## config.mk

```make
export PLATFORM = sky130hd
export DESIGN_NAME = fused_mult_top
export DESIGN_NICKNAME = d
export VERILOG_FILES = /design/src/common/fused_mult_pkg.sv /design/src/operand_distributor.sv /design/src/slice_mult/slice_mult.sv /design/src/product_reducer.sv /design/src/fused_mult_top.sv
export VERILOG_INCLUDE_DIRS = /design/src /design/src/common
export SDC_FILE = /design/constraint.sdc
export NUM_CORES = 2
export LEC_CHECK = 0
export ABC_AREA = 1
export CORE_MARGIN = 2
export CORE_UTILIZATION = 68
export CTS_CLUSTER_DIAMETER = 50
export DETAILED_ROUTE_END_ITERATION = 10
export DONT_BUFFER_PORTS = 1
export GPL_TIMING_DRIVEN = 0
export HOLD_SLACK_MARGIN = 0.08
export PLACE_DENSITY = 0.84
export SYNTH_ARGS = -nofsm -noshare
export SYNTH_HDL_FRONTEND = slang
export SYNTH_HIERARCHICAL = 1
export SYNTH_SLANG_ARGS = --single-unit
```

## constraint.sdc

```tcl
create_clock -name clk -period 10.4 [get_ports clk]
set_input_delay 3.12 -clock clk [delete_from_list [all_inputs] [get_ports clk]]
set_output_delay 3.12 -clock clk [all_outputs]
set_load 0.005 [all_outputs]
```

## src/common/fused_mult_config.svh

```systemverilog
`ifndef FUSED_MULT_CONFIG_SVH
`define FUSED_MULT_CONFIG_SVH

// operand widths
`define FM_OPERAND_W     54
`define FM_SLICE_W       9

// slice product and final sum
`define FM_SLICE_PROD_W  18
`define FM_RESULT_W      45

// number of 9x9 slice multipliers
`define FM_NUM_SLICES    6

// mode codes
`define FM_MODE_27X18    2'd0
`define FM_MODE_SUM9     2'd1
`define FM_MODE_SUM4     2'd2
`define FM_MODE_SUM2     2'd3

`endif

```

## src/common/fused_mult_pkg.sv

```systemverilog
`default_nettype none

`include "fused_mult_config.svh"

package fused_mult_pkg;

	// one full input operand
	typedef logic [`FM_OPERAND_W-1:0] operand_t;

	// operand bits seen by one slice multiplier
	typedef logic [`FM_SLICE_W-1:0] slice_t;

	// slice product, two's complement when the slice is signed
	typedef logic [`FM_SLICE_PROD_W-1:0] slice_prod_t;

	// reduced sum of all slices
	typedef logic [`FM_RESULT_W-1:0] result_t;

	// holds one of the FM_MODE codes
	typedef logic [1:0] mode_t;

endpackage

`default_nettype wire

```

## src/operand_distributor.sv

```systemverilog
`default_nettype none

`include "fused_mult_config.svh"

module operand_distributor (
	input  fused_mult_pkg::operand_t a,
	input  fused_mult_pkg::operand_t b,
	input  logic                     a_sign,
	input  logic                     b_sign,
	input  fused_mult_pkg::mode_t    mode,
	output fused_mult_pkg::slice_t   a_slice      [`FM_NUM_SLICES],
	output fused_mult_pkg::slice_t   b_slice      [`FM_NUM_SLICES],
	output logic                     a_slice_sign [`FM_NUM_SLICES],
	output logic                     b_slice_sign [`FM_NUM_SLICES]
);

	// 27 bits of a in three parts, 18 bits of b in two
	localparam int A_PARTS = 3;
	localparam int B_PARTS = 2;

	logic wide_mode;

	assign wide_mode = (mode == `FM_MODE_27X18);

	always_comb begin
		for (int k = 0; k < `FM_NUM_SLICES; k++) begin
			if (wide_mode) begin
				// slice k pairs a-part k%3 with b-part k/3
				a_slice[k] = a[`FM_SLICE_W*(k % A_PARTS) +: `FM_SLICE_W];
				b_slice[k] = b[`FM_SLICE_W*(k / A_PARTS) +: `FM_SLICE_W];

				// lower parts are magnitude bits only
				a_slice_sign[k] = a_sign && ((k % A_PARTS) == (A_PARTS - 1));
				b_slice_sign[k] = b_sign && ((k / A_PARTS) == (B_PARTS - 1));
			end else begin
				// simd lanes, slice k owns bits 9k+8:9k of both operands
				a_slice[k] = a[`FM_SLICE_W*k +: `FM_SLICE_W];
				b_slice[k] = b[`FM_SLICE_W*k +: `FM_SLICE_W];

				a_slice_sign[k] = a_sign;
				b_slice_sign[k] = b_sign;
			end
		end
	end

endmodule

`default_nettype wire

```

## src/slice_mult/slice_mult.sv

```systemverilog
`default_nettype none

`include "fused_mult_config.svh"

module slice_mult (
	input  logic                        clk,
	input  logic                        reset,
	input  fused_mult_pkg::slice_t      a_slice,
	input  fused_mult_pkg::slice_t      b_slice,
	input  logic                        a_sign,
	input  logic                        b_sign,
	input  fused_mult_pkg::mode_t       mode,
	output fused_mult_pkg::slice_prod_t product
);

	localparam int LANE4_W = 4;
	localparam int LANES4  = 2;
	localparam int LANE2_W = 2;
	localparam int LANES2  = 4;

	// full 9x9, one extra bit to carry the sign
	logic signed [`FM_SLICE_W:0]     a_full;
	logic signed [`FM_SLICE_W:0]     b_full;
	logic signed [2*`FM_SLICE_W+1:0] prod_full;

	logic signed [LANE4_W:0]     a_lane4    [LANES4];
	logic signed [LANE4_W:0]     b_lane4    [LANES4];
	logic signed [2*LANE4_W+1:0] prod_lane4 [LANES4];

	logic signed [LANE2_W:0]     a_lane2    [LANES2];
	logic signed [LANE2_W:0]     b_lane2    [LANES2];
	logic signed [2*LANE2_W+1:0] prod_lane2 [LANES2];

	logic signed [`FM_SLICE_PROD_W-1:0] sum4;
	logic signed [`FM_SLICE_PROD_W-1:0] sum2;
	fused_mult_pkg::slice_prod_t        product_next;

	assign a_full    = {a_sign & a_slice[`FM_SLICE_W-1], a_slice};
	assign b_full    = {b_sign & b_slice[`FM_SLICE_W-1], b_slice};
	assign prod_full = a_full * b_full;

	// two 4-bit lanes, bit 8 unused
	always_comb begin
		sum4 = '0;
		for (int l = 0; l < LANES4; l++) begin
			a_lane4[l] = {a_sign & a_slice[LANE4_W*l+LANE4_W-1], a_slice[LANE4_W*l +: LANE4_W]};
			b_lane4[l] = {b_sign & b_slice[LANE4_W*l+LANE4_W-1], b_slice[LANE4_W*l +: LANE4_W]};
			prod_lane4[l] = a_lane4[l] * b_lane4[l];
			sum4 = sum4 + prod_lane4[l];
		end
	end

	// four 2-bit lanes
	always_comb begin
		sum2 = '0;
		for (int l = 0; l < LANES2; l++) begin
			a_lane2[l] = {a_sign & a_slice[LANE2_W*l+LANE2_W-1], a_slice[LANE2_W*l +: LANE2_W]};
			b_lane2[l] = {b_sign & b_slice[LANE2_W*l+LANE2_W-1], b_slice[LANE2_W*l +: LANE2_W]};
			prod_lane2[l] = a_lane2[l] * b_lane2[l];
			sum2 = sum2 + prod_lane2[l];
		end
	end

	always_comb begin
		case (mode)
			`FM_MODE_SUM4: product_next = sum4;
			`FM_MODE_SUM2: product_next = sum2;
			// 27x18 and sum9 both use the whole slice
			default:       product_next = prod_full[`FM_SLICE_PROD_W-1:0];
		endcase
	end

	always_ff @(posedge clk) begin
		if (reset) begin
			product <= '0;
		end else begin
			product <= product_next;
		end
	end

endmodule

`default_nettype wire

```

## src/product_reducer.sv

```systemverilog
`default_nettype none

`include "fused_mult_config.svh"

module product_reducer (
	input  logic                        clk,
	input  logic                        reset,
	input  fused_mult_pkg::slice_prod_t product [`FM_NUM_SLICES],
	input  fused_mult_pkg::mode_t       mode,
	input  logic                        a_sign,
	input  logic                        b_sign,
	output fused_mult_pkg::result_t     result
);

	localparam int A_PARTS = 3;
	localparam int B_PARTS = 2;
	localparam int EXT_W   = `FM_RESULT_W - `FM_SLICE_PROD_W;

	fused_mult_pkg::mode_t   mode_q;
	logic                    a_sign_q;
	logic                    b_sign_q;
	logic                    wide_mode_q;
	logic                    slice_signed [`FM_NUM_SLICES];
	fused_mult_pkg::result_t term_ext     [`FM_NUM_SLICES];
	fused_mult_pkg::result_t term         [`FM_NUM_SLICES];
	fused_mult_pkg::result_t sum;

	// controls follow the products through the slice register
	always_ff @(posedge clk) begin
		if (reset) begin
			mode_q   <= `FM_MODE_27X18;
			a_sign_q <= 1'b0;
			b_sign_q <= 1'b0;
		end else begin
			mode_q   <= mode;
			a_sign_q <= a_sign;
			b_sign_q <= b_sign;
		end
	end

	assign wide_mode_q = (mode_q == `FM_MODE_27X18);

	// same sign rules as the distributor, one cycle later
	always_comb begin
		for (int k = 0; k < `FM_NUM_SLICES; k++) begin
			if (wide_mode_q) begin
				slice_signed[k] = (a_sign_q && ((k % A_PARTS) == (A_PARTS - 1)))
					|| (b_sign_q && ((k / A_PARTS) == (B_PARTS - 1)));
			end else begin
				slice_signed[k] = a_sign_q || b_sign_q;
			end
		end
	end

	always_comb begin
		for (int k = 0; k < `FM_NUM_SLICES; k++) begin
			term_ext[k] = {{EXT_W{slice_signed[k] & product[k][`FM_SLICE_PROD_W-1]}},
				product[k]};
			// weight 2^(9*(i+j)) for the wide multiply
			if (wide_mode_q) begin
				term[k] = term_ext[k] << (`FM_SLICE_W * ((k % A_PARTS) + (k / A_PARTS)));
			end else begin
				term[k] = term_ext[k];
			end
		end
	end

	// adder tree, wraps modulo 2^45
	always_comb begin
		sum = '0;
		for (int k = 0; k < `FM_NUM_SLICES; k++) begin
			sum = sum + term[k];
		end
	end

	always_ff @(posedge clk) begin
		if (reset) begin
			result <= '0;
		end else begin
			result <= sum;
		end
	end

endmodule

`default_nettype wire

```

## src/fused_mult_top.sv

```systemverilog
`default_nettype none

`include "fused_mult_config.svh"

module fused_mult_top (
	input  logic                     clk,
	input  logic                     reset,
	input  fused_mult_pkg::operand_t a,
	input  fused_mult_pkg::operand_t b,
	input  logic                     a_sign,
	input  logic                     b_sign,
	input  fused_mult_pkg::mode_t    mode,
	output fused_mult_pkg::result_t  result
);

	fused_mult_pkg::slice_t      a_slice      [`FM_NUM_SLICES];
	fused_mult_pkg::slice_t      b_slice      [`FM_NUM_SLICES];
	logic                        a_slice_sign [`FM_NUM_SLICES];
	logic                        b_slice_sign [`FM_NUM_SLICES];
	fused_mult_pkg::slice_prod_t product      [`FM_NUM_SLICES];

	operand_distributor u_operand_distributor (
		.a            (a),
		.b            (b),
		.a_sign       (a_sign),
		.b_sign       (b_sign),
		.mode         (mode),
		.a_slice      (a_slice),
		.b_slice      (b_slice),
		.a_slice_sign (a_slice_sign),
		.b_slice_sign (b_slice_sign)
	);

	for (genvar k = 0; k < `FM_NUM_SLICES; k++) begin : g_slice
		slice_mult u_slice_mult (
			.clk     (clk),
			.reset   (reset),
			.a_slice (a_slice[k]),
			.b_slice (b_slice[k]),
			.a_sign  (a_slice_sign[k]),
			.b_sign  (b_slice_sign[k]),
			.mode    (mode),
			.product (product[k])
		);
	end

	// controls taken from the top, delayed inside the reducer
	product_reducer u_product_reducer (
		.clk     (clk),
		.reset   (reset),
		.product (product),
		.mode    (mode),
		.a_sign  (a_sign),
		.b_sign  (b_sign),
		.result  (result)
	);

endmodule

`default_nettype wire

```

=== Word-level counts from Yosys, hierarchy flattened ===
Index checks and enable logic that the tools add are counted.

* Bits in registers: 157
* Bits of input ports: 114
* Output and inout bits: 45
* Logic and storage cells: 176

* Add/subtract/negate cells: 29
* $mul: 42
* Equality and inequality tests: 2
* Mux-type cells: 24
* Bitwise operators: 66
* Reductions and logical operators: 3

{| class="wikitable"
|+ Operator list
! operator !! count
|-
| $pmux W18 S2 || 6
|-
| $add A45 B45 Y45 || 4
|-
| $mul A3 B3 Y6 || 24
|-
| $mul A5 B5 Y10 || 12
|-
| $add A18 B6 Y18 || 6
|-
| $mul A10 B10 Y18 || 6
|-
| $mux W36 || 2
|-
| $mux W9 || 8
|-
| $add A10 B10 Y11 || 6
|-
| $and A1 B1 Y1 || 66
|-
| $mux W27 || 2
|-
| $add A7 B6 Y8 || 6
|-
| $mux W45 || 1
|-
| $add A6 B6 Y7 || 6
|-
| $add A19 B28 Y29 || 1
|-
| $mux W1 || 5
|-
| $eq A2 B2 Y1 const B || 2
|-
| $logic_not A2 Y1 || 2
|-
| $logic_or A1 B1 Y1 || 1
|}

=== Logic depth before layout (Yosys ltp) ===
* Depth in word-level cells: 9
* Gate-level depth with buffers: 36
* Gate-level depth less buffers: 35

=== Cells and area by module ===
Netlist, hierarchy kept.

{| class="wikitable"
|+ By module, submodules not included
! module !! instances !! cells an instance !! area an instance (µm²) !! sequential area each (µm²)
|-
| slice_mult (g_slice[2].u_slice_mult ...) || 2 || 1083 || 8429.3 || 360.3
|-
| product_reducer || 1 || 1712 || 11030.6 || 980.9
|-
| slice_mult (g_slice[1].u_slice_mult) || 1 || 1099 || 8421.8 || 360.3
|-
| slice_mult (g_slice[0].u_slice_mult) || 1 || 1098 || 8414.3 || 360.3
|-
| slice_mult (g_slice[4].u_slice_mult) || 1 || 1074 || 8361.8 || 360.3
|-
| slice_mult (g_slice[5].u_slice_mult) || 1 || 1074 || 8291.7 || 360.3
|-
| operand_distributor || 1 || 261 || 1295.0 || 0.0
|}

=== Least setup slack after synthesis ===
No wires, ideal clock.

* Path type: input to register
* Start point: input port mode[0]
* End point: register g_slice[0].u_slice_mult.product[13]
* Library setup time: 0.109 ns
* Data arrival time: 8.442 ns
* Setup slack: 1.849 ns
* Cell stages on the path: 27
* Path buffers: 5
* Path through: buf_4 > nor2_4 > buf_6 > buf_6 > nor2_1 > buf_4 > buf_6 > nand2_4 > nor2_1 > inv_1 > fa_1 > inv_1 > fa_1 > fa_1 > fa_1 > inv_1 > fa_1 > inv_1 > ha_1 > a21oi_1 > o21ai_0 > a21oi_1 > nand3_2 > nand3_4 > nand3_1 > nand2_1 > inv_1

{| class="wikitable"
|+ RTL lines
! item !! RTL line !! RTL
|-
| start: declaration || fused_mult_top.sv:12 || <nowiki>input fused_mult_pkg::mode_t mode,</nowiki>
|-
| end signal: assignment || slice_mult.sv:77 || <nowiki>product <= product_next;</nowiki>
|-
| end: declaration || slice_mult.sv:13 || <nowiki>output fused_mult_pkg::slice_prod_t product</nowiki>
|}

==> impl_results.md <==
- Result of the run: finished clean
- Horizontal die dimension: 308 um
- Class of the most critical setup path: in2reg
- Final nets: 10400
- Reg2reg setup slack: ~2.6 ns
- Worst EP arrival: 10.21 ns
- Critical path origin: mode[0]
- Class of the tightest hold or removal check: reg2reg
- Startpoint class of the critical path: input port
- Resize count post-CTS: 0
- Fraction of the yosys area taken by sequential cells: 5.01%
- Clock buffer count from CTS: 17
- Share of the cycle needed by the critical path after routing: 95.2%
- Peak ir drop on the vdd network: 0.181 mV
- Asr flop ratio synth: 0%
- Worst path required time: 10.71 ns
- Number of cells traversed by the worst register-to-register path: 31
- Layout Skew: ~0.015 ns
- Post-CTS Hold Fix Bufs: 0
- Avg Cell Area, Syn: between 7 and 8 um^2
- Number of enable flip-flop cells after synthesis: 0
- Routed via count: 54500
- Register bit count reported by yosys: around 160
- Aggregate global-route resource usage: 41.9%
- CP endpoint: g_slice[0].u_slice_mult/product[17]$_SDFF_PP0_
- Highest-count cells in the layout ignoring fill and taps: inv_1 (2396), nand2_1 (1734), fa_1 (1140), ha_1 (648), nor2_1 (513)
- Clock latency of the later-clocked register in the worst-skew pair: around 0.48 ns
- Maximum Capacitance Violations: 0
- Number of design rule violations left after detail routing: 0
- Critical Path Most Common Cell: fa_1
- Worst-path cell with the longest stage delay: nor2_1
- Fmax: a little over 100 MHz
- Tmin final: 9.90 ns
- TritonCTS clock tree: yes
- Via density per instance: around 5.6
- Buffering stage count on the worst path with inverters included: 9
- Total iterations of the first detailed-routing run: 7
- Worst stage delay on the critical path: just over 0.7 ns
- Commonest non-fill, non-tap cell in the layout: inv_1
- Final Max Slew Viols: 0
- Power density normalized to cell area: 297 nW/um^2
- Die extent in y: 308 um
- Cell count after synthesis: ~8500
- Largest cells by area after synthesis: fa_1 (36%), inv_1 (14%), ha_1 (13%)
- Largest net degree at the start of global routing: 20
- Netlist area before placement: 62700 um^2
- Average wire per standard cell: 19.8 um
- Vias in the first global route: 56200
- Number of clock sinks: approximately 160
- Final wirelength: 192000 um
- CTS clk-pin slew, worst paths: approximately 0.07 ns
- Final number of hold-violating endpoints: 0
- Largest area contributor in the netlist: fa_1
- Final worst hold slack: 0.936 ns
- Final setup viols: 0
- Slew at the pin closest to its max-slew limit: 0.981 ns
- Violation count after the first detailed-routing iteration: 5332
- Worst Setup End Kind: flop
- Global route overflow: 0
- Warnings from Yosys: 6
- I/O Pins: 159
- Share of the core filled with cells: 70.8%
- Setup repair after global routing missed its margin: no
- Register area: 3140 um^2
- Setup TNS: 0 ns
- Synthesis-to-layout area growth: 3.41%
- Number of buffers on the longest clock path: 2
- Number of rows in the core area: about 110
- First-pass GRT wire length: 303000 um
- Core Footprint: 91500 um^2
- Overall die area: about 95000 um^2
- Setup repair bufs after CTS: 0
- Initial antenna violation count: 17
- Normalized max-slew margin: between 30% and 40%
- Worst path top cell family by delay: adder cells
- RR Startpoint: u_product_reducer/a_sign_q$_SDFF_PP0_
- Reg2reg end: u_product_reducer/result[40]$_SDFF_PP0_
- ANT nets after route: 0
- Total area of multi-input combinational cells: 49100 um^2
- Max FO, Critical Path: 14
- Proportion of layout cells with a drive suffix above 1: 4.31%
- Port-buffer cells: 0
- Initial cell density of the core: 68.5%
- Area fraction of the dominant cell type after synthesis: roughly 36%
- Yosys cell types: between 50 and 60
- Post-DP HPWL: approximately 170000 um
- H-tree depth: 4
- Post-synthesis net count: 10400
- Placer Congestion: 1.07
- Main flop type after synthesis: dfxtp_1
- Fillers: 7701
- Root buffer cell: clkbuf_16
- Path length in cells of the critical path: 26
- Leakage power: 38.3 nW
cell usage after synthesis (49+ instances only):
| cell type | n |
|---|---|
| inv_1 | 2396 |
| nand2_1 | 1734 |
| fa_1 | 1140 |
| ha_1 | 648 |
| nor2_1 | 513 |
| a21oi_1 | 372 |
| o21ai_0 | 339 |
| nand3_1 | 280 |
| dfxtp_1 | 157 |
| clkbuf_1 | 147 |
| a31oi_1 | 71 |
| xnor2_1 | 61 |
| buf_4 | 54 |
| xor2_1 | 49 |
through the flow:
| step | worst slack, ns | area (um^2) | power (W) | cells |
|---|---|---|---|---|
| 2_1_floorplan | 1.85 | 62700 | 0.0134 | 8484 |
| 3_3_place_gp | 0.209 | 64200 | 0.0176 | 9670 |
| 5_1_grt | 0.303 | 64800 | 0.0214 | 9711 |
| 6_report | 0.501 | 64800 | 0.0192 | 9715 |
| 4_1_cts | 0.627 | 64800 | 0.0188 | 9702 |
| 3_5_place_dp | 0.154 | 64200 | 0.0181 | 9670 |
worst min-delay path by stage:
stage	start	end	cells past startpoint
after detailed placement	g_slice[5].u_slice_mult/product[17]$_SDFF_PP0_	u_product_reducer/result[44]$_SDFF_PP0_	5
after global routing	g_slice[5].u_slice_mult/product[0]$_SDFF_PP0_	u_product_reducer/result[0]$_SDFF_PP0_	5
after floorplan	g_slice[5].u_slice_mult/product[17]$_SDFF_PP0_	u_product_reducer/result[44]$_SDFF_PP0_	5
after CTS	g_slice[5].u_slice_mult/product[17]$_SDFF_PP0_	u_product_reducer/result[44]$_SDFF_PP0_	5
after global placement	g_slice[5].u_slice_mult/product[0]$_SDFF_PP0_	u_product_reducer/result[0]$_SDFF_PP0_	5
final	g_slice[5].u_slice_mult/product[9]$_SDFF_PP0_	u_product_reducer/result[9]$_SDFF_PP0_	4
worst min-delay path, cell delays in order, from the launching register on:
cell and delay (ns):
dfxtp_1 0.31, inv_1 0.09, nor2_1 0.13, ha_1 0.23, a21oi_1 0.12
routing by layer:
layer / global-route usage (%) / wire, um / vias to the layer above
met2: 68.1 / 87800 / 2636
met4: 28.9 / 16200 / 8
met1: 49.9 / 70400 / 26000
li1: - / - / 25100
met3: 9.10 / 17800 / 721
met5: 0 / 46 / -
where the power goes:
part | switching (W) | internal (W)
clock | 0.000318 | 0.000347
sequential | 0.000159 | 0.000854
combinational | 0.0115 | 0.00608
total | 0.0120 | 0.00728
cell families (layout without fill, tap and decap cells):
family | after synthesis | in the layout | synth area share [%]
other | 0 | 13 | 0
AND/OR/NAND/NOR | 2762 | 2762 | 18.7
AO/OA/AOI/OAI | 957 | 957 | 8.47
flip-flops | 157 | 157 | 5.01
adder cells (fa/ha/maj) | 1788 | 1788 | 49.4
buffers and inverters | 2696 | 2728 | 16.7
XOR/XNOR | 110 | 110 | 1.54
multiplexers | 14 | 14 | 0.224
final cells by class:
type                            count  area share (%)
Multi-Input combinational cell   5631            75.7
Clock buffer                       17           0.656
Antenna cell                       13          0.0502
Clock inverter                     15           0.303
Buffer                            245            1.92
Sequential cell                   157            4.85
Tap cell                         1186            2.29
Inverter                         2451            14.2
sequential cells by signal, indices dropped and copies added (netlist names):
| register | flops |
|---|---|
| g_slice.u_slice_mult/product | 108 |
| u_product_reducer/result | 45 |
| u_product_reducer/mode_q | 2 |
| u_product_reducer/a_sign_q | 1 |
| u_product_reducer/b_sign_q | 1 |
Note: power is estimated with default switching activity, not from simulation.
